`src/common/ccuPkg.sv`:
```
// Shared widths, opcodes and configuration layouts of the configuration control unit.
// Instruction words are 128 bits, and the opcode sits in bits 7..0 of the first word.
// Each target struct is taken from the collected words starting at bit 8.
// Bits above a struct are ignored. They include the old bank flag fields.
`default_nettype none

package ccuPkg;

    // ========================================================================
    // Widths and encodings
    // ========================================================================
    localparam int IsaWidth      = 128;
    localparam int OpcodeWidth   = 8;
    localparam int AddrWidth     = 16;
    localparam int ByteWidth     = 8;
    localparam int DramAddrWidth = 32;

    localparam int OpKnn = 2;
    localparam int OpSya = 3;
    localparam int OpGic = 5;

    localparam int WordsKnn = 2;
    localparam int WordsSya = 3;
    localparam int WordsGic = 2;

    // Collector slots, one per kept target
    localparam int NumTargets = 3;
    localparam int TgtKnn     = 0;
    localparam int TgtSya     = 1;
    localparam int TgtGic     = 2;

    typedef logic [IsaWidth-1:0]      isaWordT;
    typedef logic [OpcodeWidth-1:0]   opcodeT;
    typedef logic [AddrWidth-1:0]     addrT;   // GLB address or count
    typedef logic [ByteWidth-1:0]     byteT;
    typedef logic [DramAddrWidth-1:0] dramAddrT;

    typedef enum logic {
        Idle,
        Decode
    } seqStateT;

    // ========================================================================
    // Target configuration structs, MSB field first
    // ========================================================================
    typedef struct packed {
        addrT mapWrAddr;
        addrT crdRdAddr;
        byteT k;
        addrT nip;          // Lowest field, right above the opcode
    } knnCfgT;

    typedef struct packed {
        addrT ofmWrBaseAddr;
        addrT wgtRdBaseAddr;
        addrT actRdBaseAddr;
        byteT lopOrd;
        addrT numTilIfm;
        addrT numTilFlt;
        addrT numGrpPerTile;
        addrT chn;
        byteT zp;
        byteT shift;
        byteT ofmPhaseShift;
        byteT mode;
    } syaCfgT;

    typedef struct packed {
        addrT     num;
        addrT     glbBaseAddr;
        dramAddrT dramBaseAddr;
        byteT     inOut;    // 0 loads into the chip, 1 writes back to DRAM
    } gicCfgT;

endpackage

`default_nettype wire

```
`src/ccu/isaCollector.sv`:
```
// Serial-in parallel-out collector for a fixed count of instruction words.
// Word k of an instruction ends up at bits IsaWidth*k and up of outDat.
// Once full, outDat and outVld hold until the outVld/outRdy handshake or a flush.
// The driver must not raise inVld while inRdy is low.
`timescale 1ns/1ns
`default_nettype none

module isaCollector #(
    parameter int NumWords = 2
) (
    input  logic                                 clk,
    input  logic                                 rst_n,
    input  logic                                 flush,
    input  logic                                 inVld,
    input  ccuPkg::isaWordT                      inDat,
    output logic                                 inRdy,
    output logic [NumWords*ccuPkg::IsaWidth-1:0] outDat,
    output logic                                 outVld,
    input  logic                                 outRdy
);
    import ccuPkg::*;

    localparam int CntWidth = $clog2(NumWords + 1);
    localparam logic [CntWidth-1:0] FullCnt = CntWidth'(NumWords);

    logic [CntWidth-1:0]              wordCnt;
    logic [NumWords*IsaWidth-1:0]     shiftReg;
    logic [(NumWords+1)*IsaWidth-1:0] shiftNext;

    assign outVld = (wordCnt == FullCnt);
    assign inRdy  = !outVld;
    assign outDat = shiftReg;

    // New word enters at the top, older words move down one slot
    assign shiftNext = {inDat, shiftReg};

    always_ff @(posedge clk or negedge rst_n) begin
        if (!rst_n) begin
            wordCnt <= '0;
        end else if (flush || (outVld && outRdy)) begin
            wordCnt <= '0;
        end else if (inVld && inRdy) begin
            wordCnt <= wordCnt + 1'b1;
        end
    end

    always_ff @(posedge clk) begin
        if (inVld && inRdy) begin
            shiftReg <= shiftNext[(NumWords+1)*IsaWidth-1:IsaWidth];
        end
    end

    // ========================================================================
    // Checks
    // ========================================================================
    // Sequencer must honour the full flag
    inVldWhileFull: assert property (@(posedge clk) disable iff (!rst_n)
        inVld |-> inRdy);

    // Payload and valid must hold under a stalled target
    outDatHeld: assert property (@(posedge clk) disable iff (!rst_n)
        (outVld && !outRdy) |=> (outVld && $stable(outDat)));

endmodule

`default_nettype wire

```
`src/ccu/ccuSequencer.sv`:
```
// Idle/Decode sequencer of the configuration control unit.
// Latches the opcode of the first word in Idle, then steers words to one collector.
// The opcode word stays on the bus in Idle and is consumed in Decode.
// An unknown opcode consumes only the first word and then returns to Idle.
// Only one instruction is in flight at a time.
`timescale 1ns/1ns
`default_nettype none

module ccuSequencer (
    input  logic                          clk,
    input  logic                          rst_n,
    input  logic                          isaVld,
    input  ccuPkg::opcodeT                isaOpcode,
    output logic                          isaRdy,
    input  logic [ccuPkg::NumTargets-1:0] colInRdy,
    input  logic [ccuPkg::NumTargets-1:0] colOutVld,
    input  logic [ccuPkg::NumTargets-1:0] cfgRdy,
    output logic [ccuPkg::NumTargets-1:0] colWordVld,
    output logic                          flush
);
    import ccuPkg::*;

    seqStateT              state;
    seqStateT              stateNxt;
    opcodeT                opcodeQ;
    logic [NumTargets-1:0] tgtSel;      // One-hot, all zero when unknown
    logic                  knownOp;
    logic                  inDecode;
    logic                  cfgDone;
    logic                  unkDone;

    // ========================================================================
    // Opcode decode
    // ========================================================================
    always_comb begin
        tgtSel = '0;
        case (opcodeQ)
            opcodeT'(OpKnn): tgtSel[TgtKnn] = 1'b1;
            opcodeT'(OpSya): tgtSel[TgtSya] = 1'b1;
            opcodeT'(OpGic): tgtSel[TgtGic] = 1'b1;
            default:         tgtSel = '0;
        endcase
    end

    assign knownOp  = |tgtSel;
    assign inDecode = (state == Decode);

    // Ready follows the selected collector; unknown opcode takes a single word
    assign isaRdy     = inDecode && (knownOp ? |(tgtSel & colInRdy) : 1'b1);
    assign colWordVld = {NumTargets{inDecode && isaVld}} & tgtSel & colInRdy;
    assign flush      = !inDecode;

    assign cfgDone = knownOp && |(tgtSel & colOutVld & cfgRdy);   // Target handshake
    assign unkDone = !knownOp && isaVld;                           // Opcode word dropped

    // ========================================================================
    // FSM
    // ========================================================================
    always_comb begin
        stateNxt = state;
        case (state)
            Idle: begin
                if (isaVld) begin
                    stateNxt = Decode;
                end
            end
            Decode: begin
                if (cfgDone || unkDone) begin
                    stateNxt = Idle;
                end
            end
            default: stateNxt = Idle;
        endcase
    end

    always_ff @(posedge clk or negedge rst_n) begin
        if (!rst_n) begin
            state <= Idle;
        end else begin
            state <= stateNxt;
        end
    end

    always_ff @(posedge clk or negedge rst_n) begin
        if (!rst_n) begin
            opcodeQ <= '0;
        end else if (state == Idle && isaVld) begin
            opcodeQ <= isaOpcode;   // Low byte of the first word
        end
    end

    // ========================================================================
    // Checks
    // ========================================================================
    // Handshake drops back to Idle, where no word is taken
    idleAfterCfg: assert property (@(posedge clk) disable iff (!rst_n)
        |(colOutVld & cfgRdy) |=> (state == Idle) && !isaRdy);

    // Collectors never present two configurations at once
    singleCfgVld: assert property (@(posedge clk) disable iff (!rst_n)
        $onehot0(colOutVld));

endmodule

`default_nettype wire

```
`src/ccu/ccuTop.sv`:
```
// Top level of the configuration control unit for KNN, SYA and GIC.
// One instruction is decoded at a time. Its target valid holds until that target is ready.
// Configuration structs are sliced from the collected words starting at bit 8.
// Bits above each struct are ignored.
`timescale 1ns/1ns
`default_nettype none

module ccuTop (
    input  logic            clk,
    input  logic            rst_n,

    input  ccuPkg::isaWordT isaDat,
    input  logic            isaVld,
    output logic            isaRdy,

    output ccuPkg::knnCfgT  knnCfg,
    output logic            knnCfgVld,
    input  logic            knnCfgRdy,

    output ccuPkg::syaCfgT  syaCfg,
    output logic            syaCfgVld,
    input  logic            syaCfgRdy,

    output ccuPkg::gicCfgT  gicCfg,
    output logic            gicCfgVld,
    input  logic            gicCfgRdy
);
    import ccuPkg::*;

    logic [NumTargets-1:0]        colInRdy;
    logic [NumTargets-1:0]        colOutVld;
    logic [NumTargets-1:0]        colWordVld;
    logic [NumTargets-1:0]        cfgRdy;
    logic                         flush;
    logic [WordsKnn*IsaWidth-1:0] knnBits;
    logic [WordsSya*IsaWidth-1:0] syaBits;
    logic [WordsGic*IsaWidth-1:0] gicBits;

    assign cfgRdy[TgtKnn] = knnCfgRdy;
    assign cfgRdy[TgtSya] = syaCfgRdy;
    assign cfgRdy[TgtGic] = gicCfgRdy;

    ccuSequencer seq0 (
        .clk        (clk),
        .rst_n      (rst_n),
        .isaVld     (isaVld),
        .isaOpcode  (isaDat[OpcodeWidth-1:0]),
        .isaRdy     (isaRdy),
        .colInRdy   (colInRdy),
        .colOutVld  (colOutVld),
        .cfgRdy     (cfgRdy),
        .colWordVld (colWordVld),
        .flush      (flush)
    );

    // ========================================================================
    // Collectors, one per target
    // ========================================================================
    isaCollector #(.NumWords(WordsKnn)) knnCol (
        .clk    (clk),
        .rst_n  (rst_n),
        .flush  (flush),
        .inVld  (colWordVld[TgtKnn]),
        .inDat  (isaDat),
        .inRdy  (colInRdy[TgtKnn]),
        .outDat (knnBits),
        .outVld (colOutVld[TgtKnn]),
        .outRdy (knnCfgRdy)
    );

    isaCollector #(.NumWords(WordsSya)) syaCol (
        .clk    (clk),
        .rst_n  (rst_n),
        .flush  (flush),
        .inVld  (colWordVld[TgtSya]),
        .inDat  (isaDat),
        .inRdy  (colInRdy[TgtSya]),
        .outDat (syaBits),
        .outVld (colOutVld[TgtSya]),
        .outRdy (syaCfgRdy)
    );

    isaCollector #(.NumWords(WordsGic)) gicCol (
        .clk    (clk),
        .rst_n  (rst_n),
        .flush  (flush),
        .inVld  (colWordVld[TgtGic]),
        .inDat  (isaDat),
        .inRdy  (colInRdy[TgtGic]),
        .outDat (gicBits),
        .outVld (colOutVld[TgtGic]),
        .outRdy (gicCfgRdy)
    );

    // ========================================================================
    // Field unpack, opcode byte skipped
    // ========================================================================
    assign knnCfg = knnBits[OpcodeWidth +: $bits(knnCfgT)];   // 56 of 248 bits used
    assign syaCfg = syaBits[OpcodeWidth +: $bits(syaCfgT)];   // Spans words 0 and 1
    assign gicCfg = gicBits[OpcodeWidth +: $bits(gicCfgT)];

    assign knnCfgVld = colOutVld[TgtKnn];
    assign syaCfgVld = colOutVld[TgtSya];
    assign gicCfgVld = colOutVld[TgtGic];

endmodule

`default_nettype wire

```
`config.mk`:
```
export PLATFORM = sky130hd
export DESIGN_NAME = ccuTop
export DESIGN_NICKNAME = d
export VERILOG_FILES = /design/src/common/ccuPkg.sv /design/src/ccu/isaCollector.sv /design/src/ccu/ccuSequencer.sv /design/src/ccu/ccuTop.sv
export SDC_FILE = /design/constraint.sdc
export NUM_CORES = 1
export LEC_CHECK = 0
export ABC_AREA = 1
export BUFFER_PORTS_ARGS = -buffer_cell sky130_fd_sc_hd__buf_2
export CORE_ASPECT_RATIO = 2
export CORE_MARGIN = 3
export CORE_UTILIZATION = 58
export CTS_BUF_LIST = sky130_fd_sc_hd__clkbuf_8
export CTS_CLUSTER_SIZE = 10
export DETAILED_ROUTE_END_ITERATION = 16
export PLACE_DENSITY = 0.83
export SYNTH_ARGS = -nofsm -noshare
export SYNTH_HDL_FRONTEND = slang
export SYNTH_SLANG_ARGS = --single-unit
```
`constraint.sdc`:
```
create_clock -name clk -period 49.2 [get_ports clk]
set_clock_uncertainty 0.05 [all_clocks]
set_input_delay 4.92 -clock clk [delete_from_list [all_inputs] [get_ports clk]]
set_output_delay 4.92 -clock clk [all_outputs]
set_load 0.05 [all_outputs]
```
==> flow_summary_export.csv, run 1 <==
group,metric,value,unit
clock_network,clk_root_buffer_cell,"clkbuf_8",
clock_network,cts_made_buffers,83,
floorplanning,io_pins,418,
floorplanning,coreArea,37300,sq um
route,first_iter_violations,496,
finish,drive_above_1_share,0.420,
power,clock_power_share,0.350,
clock_network,h-tree-depth,3,
yosys,yosysSeqAreaShare,0.881,
sta,drv_slew,0,
power,p_seq_frac,0.624,
clock_network,postCtsHoldBufs,0,
floorplanning,die_w,144,um
yosys,ys.flop_type,"edfxtp_1",
worst_hold_path,min_path_type,"reg2reg",
outcome,status,"finished clean",
power,p_sw_frac,0.203,
critical_path,critPathSlowestCell,"buf_4",
yosys,synthSimpleGateAreaFrac,0.0141,
yosys,synth_edf_count,632,
floorplanning,initial_utilization,0.589,
clock_network,clk_pin_slew,0.06,ns
critical_path,path_buf_inv,4,
yosys,synth_area,22000,sq um
critical_path,r2r_slack,44.90,ns
job,maxCapViolCount,0,
power,leakage,8.60,nW
clock_network,clk_path_buf_depth,3,
sta,worstMarginPinSlew,1.05,ns
yosys,yosysTopAreaCell,"edfxtp_1",
sta,rsz0062_at_grt,"false",
yosys,synth.area.top_cells,"edfxtp_1, buf_4, dfrtp_1",
route,routed_wl,37.7,mm
yosys,yosysWarnings,0,
yosys,netlist_instances,1020,
critical_path,path_cells,"buf_2 > nand2_1 > nor2_4 > buf_4 > buf_4 > buf_4",
yosys,syn_nets,1157,
route,drc_errors,0,
critical_path,cp.required,49.39,ns
floorplanning,die_height,281,um
floorplanning,die_area,40400,sq um
yosys,synth_mux_area_frac,0.00308,
yosys,synth-xor-area-share,0,
power,powerDensity,40.5,nW/um^2
sta,min_period,7.89,ns
critical_path,crit_type,"in2reg",
yosys,syn_area_per_cell,21.5,sq um
sta,relSlewSlack,0.303,
placement,dp_hpwl,25.4,mm
route,vias,8848,
power,power,0.974,mW
global_route,gr-total-overflow,0,
global_route,grt_antenna_before_repair,10,
clock_network,cts.sinks,647,
finish,utilization,0.645,
sta,finalHoldViolCount,0,
global_route,grt_max_degree,86,
route,drtPass1Iterations,4,
clock_network,post_cts_buffers,0,
placement,io_buffers,417,
route,avgViaCountPerCell,5.01,
sta,setup_violations,0,
yosys,synth_top_family_by_area,"buffers and inverters",
critical_path,cp_max_fo,85,
power,p_int,0.777,mW
yosys,yosys_register_bits,647,
clock_network,cts_tree,"done",
critical_path,crit_arrival,8.08,ns
critical_path,worst_setup_path_end_kind,"register",
critical_path,cp-start-kind,"input port",
power,switching_power,0.197,mW
yosys,yosysTopAreaCellShare,0.864,
clock_network,cts.repair.resized,0,
sta,max_freq,0.127,GHz
global_route,grt_pass1_wl,53.0,mm
route,antenna_left,0,
placement,pre_cts_ws,40.70,ns
sta,period_share,0.160,
global_route,grt_pass1_vias,8970,
sta,setup_ws,41.31,ns
critical_path,cpMostUsedCell,"buf_4",
global_route,grt_usage,0.180,
critical_path,cpPeakStageDelay,0.92,ns
floorplanning,core.rowCount,100,
yosys,synth_most_common_cell,"edfxtp_1",
power,p_comb_frac,0.027,
critical_path,cp_top_family,"buffers and inverters",
yosys,synth_compound_area_frac,0.00114,
sta,timing.hold.ws,0.347,ns
yosys,synth_top_cells_by_count,"edfxtp_1, buf_4, nand2_1",
placement,gp_congestion,0.870,
finish,areaGrowthSynthToFinish,9.49,%
clock_network,clkLatencyLatePin,0.62,ns
yosys,synth_adder_area_share,0.00171,
yosys,synthDistinctLibCells,19,
power,ir_drop,0.0335,mV
yosys,synthArstFlopShare,0.0232,
route,routedWlPerCell,21.4,um
finish,fin_nets,1387,
sta,tns,0,ns
==> routing by layer <==
metal  vias up  GRT usage  wire length (um)
li1       3969          -                 -
met1      4310      0.194             12600
met2       452      0.315             20400
met3       113     0.0540              2950
met4         4     0.0952              1780
met5         -          0                14
==> worst register-to-register path, cell delays in order, from the launching register on <==
cell and delay [ns]:
dfrtp_1 0.40, nor2_2 0.18, nand2_2 0.14, nor2_4 0.21, nand2_1 0.14, nor2_4 0.11
buf_4 0.68, buf_4 0.98, buf_4 0.98
==> through the flow <==
step	cell area, sq um	cells
after global placement	22600	1624
after CTS	24000	1757
final	24000	1765
after detailed placement	22600	1624
after floorplan	22000	1020
after global routing	24000	1764
==> area by class of cell <==
type / instances / area, sq um
sequential: 647 / 19400
fill: 2387 / 13200
timing repair buffer: 426 / 2150
clock buffer: 83 / 1140
tap: 459 / 574
multi-input combinational: 77 / 463
clock inverter: 50 / 277
inverter: 15 / 56.3
antenna: 8 / 20.0
==> cells by family (layout without fill, tap and decap cells) <==
group                      count (synthesis)  count (layout)
other                                      0               8
buffers and inverters                    296             574
AOI/OAI and AO/OA                          5               5
muxes                                      6               6
DFF                                      647             647
and+or+nand+nor                           63              63
adders and majority gates                  3               3
==> sequential cells by signal, indices dropped and copies added (netlist names) <==
signal          cells
syaCol.outDat     376
gicCol.wordCnt      2
syaCol.wordCnt      2
knnCol.outDat     112
seq0.opcodeQ        8
knnCol.wordCnt      2
gicCol.outDat     144
seq0.inDecode       1
==> power by group through the flow <==
stage          clock network (mW)  logic [mW]  registers, mW
6_report                    0.341      0.0262          0.607
4_1_cts                     0.353      0.0262          0.607
2_1_floorplan                   0      0.0153          0.619
3_5_place_dp                    0      0.0260          0.619
5_1_grt                     0.374      0.0290          0.607
3_3_place_gp                    0      0.0246          0.618
==> placed cells by master, fill, tap and decap left out, types with 5 or more instances in the layout <==
cell      count
buf_2       417
buf_4         9
clkbuf_8     83
clkinv_1     16
clkinv_2      7
dfrtp_1      15
diode_2       8
edfxtp_1    632
inv_1        33
mux2_2        6
nand2_1      21
nand3_1      12
nor2_1       12
nor2_4        5
==> path summary, 6_finish.rpt <==
check / start / endpoint / depth (start not counted)
worst max-delay path: isaVld / syaCol.outDat[334]$_DFFE_PP_ / 6
worst min-delay path: gicCol.outDat[137]$_DFFE_PP_ / gicCol.outDat[9]$_DFFE_PP_ / 0
worst max register to register: seq0.opcodeQ[7]$_DFFE_PN0P_ / syaCol.outDat[334]$_DFFE_PP_ / 8
worst min register to register: gicCol.outDat[137]$_DFFE_PP_ / gicCol.outDat[9]$_DFFE_PP_ / 0
max in group asynchronous: rst_n / knnCol.wordCnt[0]$_DFFE_PN0P_ / 1
min in group asynchronous: rst_n / gicCol.wordCnt[1]$_DFFE_PN0P_ / 1
(Power assumes the default switching activity.)
==> inputs of run 2 (changes only) <==
--- a/config.mk
+++ b/config.mk
@@ -9,11 +9,11 @@
 export BUFFER_PORTS_ARGS = -buffer_cell sky130_fd_sc_hd__buf_2
 export CORE_ASPECT_RATIO = 2
 export CORE_MARGIN = 3
-export CORE_UTILIZATION = 58
+export CORE_UTILIZATION = 51
 export CTS_BUF_LIST = sky130_fd_sc_hd__clkbuf_8
 export CTS_CLUSTER_SIZE = 10
 export DETAILED_ROUTE_END_ITERATION = 16
-export PLACE_DENSITY = 0.83
+export PLACE_DENSITY = 0.77
 export SYNTH_ARGS = -nofsm -noshare
 export SYNTH_HDL_FRONTEND = slang
 export SYNTH_SLANG_ARGS = --single-unit
==> constraint.sdc (replaced) <==
create_clock -name clk -period 6.9 [get_ports clk]
set_clock_uncertainty 0.05 [all_clocks]
set_input_delay 0.69 -clock clk [delete_from_list [all_inputs] [get_ports clk]]
set_output_delay 0.69 -clock clk [all_outputs]
set_load 0.05 [all_outputs]
==> run 2 against run 1 <==
  * Count of clock-buffer cells in the layout rose by 2
  * Critical path depth increased by 1
  * Sequential share of layout area is 0.84 points lower
==> flow_summary_export.csv, run 2 (synthesized netlist as in run 1, its figures left out) <==
group,metric,value,unit
finish,nFillCells,3073,
power,power,7.10,mW
global_route,grt_util_met1,0.169,
sta,relSlewSlack,0.298,
route,routed_wl,37.7,mm
finish,layout_common_cells,"edfxtp_1, buf_2, clkbuf_8, inv_1, nand2_1",
floorplanning,coreArea,42200,sq um
global_route,grt_max_degree,135,
clock_network,cts_made_buffers,83,
finish,utilization,0.576,
floorplanning,die_area,45700,sq um
route,antenna_left,0,
placement,gp_congestion,0.871,
power,p_seq_frac,0.610,
power,p_comb_frac,0.027,
critical_path,critPathSlowestCell,"buf_4",
sta,max_freq,0.316,GHz
placement,place_inst,1704,
clock_network,clk_pin_slew,0.06,ns
critical_path,cp-start-kind,"register",
floorplanning,io_pins,418,
sta,period_share,0.458,
finish,areaGrowthSynthToFinish,10.6,%
power,leakage,8.67,nW
placement,dp_hpwl,25.5,mm
outcome,status,"finished clean",
sta,setup_violations,0,
clock_network,cts.sinks,647,
job,maxCapViolCount,0,
global_route,gr-total-overflow,0,
route,drtPass1Iterations,5,
power,ir_drop,0.219,mV
floorplanning,core.rowCount,106,
placement,io_buffers,417,
sta,finalHoldViolCount,0,
critical_path,cp.required,7.09,ns
power,p_sw_frac,0.200,
critical_path,path_cells,"nor2_2 > nand2_2 > nor2_4 > nand2_2 > nor2_4 > buf_4 > buf_4",
sta,timing.hold.ws,0.192,ns
sta,rsz0062_at_grt,"false",
route,first_iter_violations,673,
sta,tns,0,ns
global_route,grt_antenna_before_repair,10,
floorplanning,die_height,299,um
critical_path,worst_setup_path_end_kind,"register",
global_route,top_usage_layer,"met2",
finish,design_area,24300,sq um
placement,pre_cts_ws,3.58,ns
clock_network,clk_path_buf_depth,3,
floorplanning,initial_utilization,0.521,
worst_hold_path,min_path_type,"in2reg",
power,clock_power_share,0.363,
finish,fin_nets,1387,
clock_network,clkLatencyLatePin,0.61,ns
sta,drv_slew,0,
route,routedWlPerCell,20.4,um
power,p_int,5.68,mW
critical_path,cp_top_family,"buffers and inverters",
sta,worstMarginPinSlew,1.05,ns
global_route,gr-usage-met2,0.277,
clock_network,postCtsHoldBufs,1,
route,drc_errors,0,
critical_path,startpoint,"seq0.opcodeQ[7]$_DFFE_PN0P_",
clock_network,cts_tree,"done",
finish,largest_reg_flops,376,
power,switching_power,1.42,mW
route,avgViaCountPerCell,4.77,
clock_network,post_cts_buffers,0,
placement,dpl-instance-area,22700,sq um
clock_network,cts.repair.resized,0,
power,powerDensity,292,nW/um^2
critical_path,crit_arrival,3.35,ns
floorplanning,die_w,153,um
finish,instances_no_fill,1852,
finish,final_common_cell,"edfxtp_1",
critical_path,path_buf_inv,2,
global_route,grt_usage,0.160,
clock_network,h-tree-depth,3,
critical_path,cpPeakStageDelay,0.63,ns
route,vias,8841,
sta,min_period,3.16,ns
critical_path,cp_max_fo,57,
sta,setup_ws,3.74,ns
clock_network,clk_root_buffer_cell,"clkbuf_8",
global_route,use_met3,0.0507,
finish,drive_above_1_share,0.417,
global_route,grt_pass1_wl,55.2,mm
critical_path,crit_type,"reg2reg",
worst_hold_path,min_from,"isaDat[105]",
critical_path,r2r_start,"seq0.opcodeQ[7]$_DFFE_PN0P_",
global_route,grt_pass1_vias,9336,
-- run 2: final timing paths --
kind                                                      to  slack [ns]  depth (start not counted)
worst max-delay path            syaCol.outDat[279]$_DFFE_PP_        3.74                          7
worst min-delay path            syaCol.outDat[361]$_DFFE_PP_        0.19                          1
worst max register to register  syaCol.outDat[279]$_DFFE_PP_        3.74                          7
worst min register to register   syaCol.outDat[78]$_DFFE_PP_        0.35                          0
max in group asynchronous        seq0.opcodeQ[6]$_DFFE_PN0P_        6.02                          2
min in group asynchronous        seq0.opcodeQ[4]$_DFFE_PN0P_        0.50                          2
-- run 2: metal layers --
layer,part of all wire,wire [um]
met1,0.34,12800
met2,0.53,20000
met3,0.079,2960
met4,0.053,1980
met5,0.00090,34
-- run 2: final cells by class --
cell class,count,area (sq um),share of cell area
Antenna cell,8,20.0,0.000824
Clock inverter,54,358,0.0147
Tap cell,540,676,0.0278
Clock buffer,85,1170,0.0482
Timing Repair Buffer,426,2180,0.0898
Inverter,15,56.3,0.00232
Multi-Input combinational cell,77,478,0.0197
Sequential cell,647,19400,0.797
-- run 2: power groups by stage --
| stage | Clock, mW | Combinational, mW | Sequential [mW] |
|---|---|---|---|
| 2_1_floorplan | 0 | 0.113 | 4.41 |
| 3_3_place_gp | 0 | 0.176 | 4.41 |
| 3_5_place_dp | 0 | 0.190 | 4.42 |
| 4_1_cts | 2.68 | 0.191 | 4.33 |
| 5_1_grt | 2.85 | 0.209 | 4.33 |
| 6_report | 2.58 | 0.191 | 4.33 |
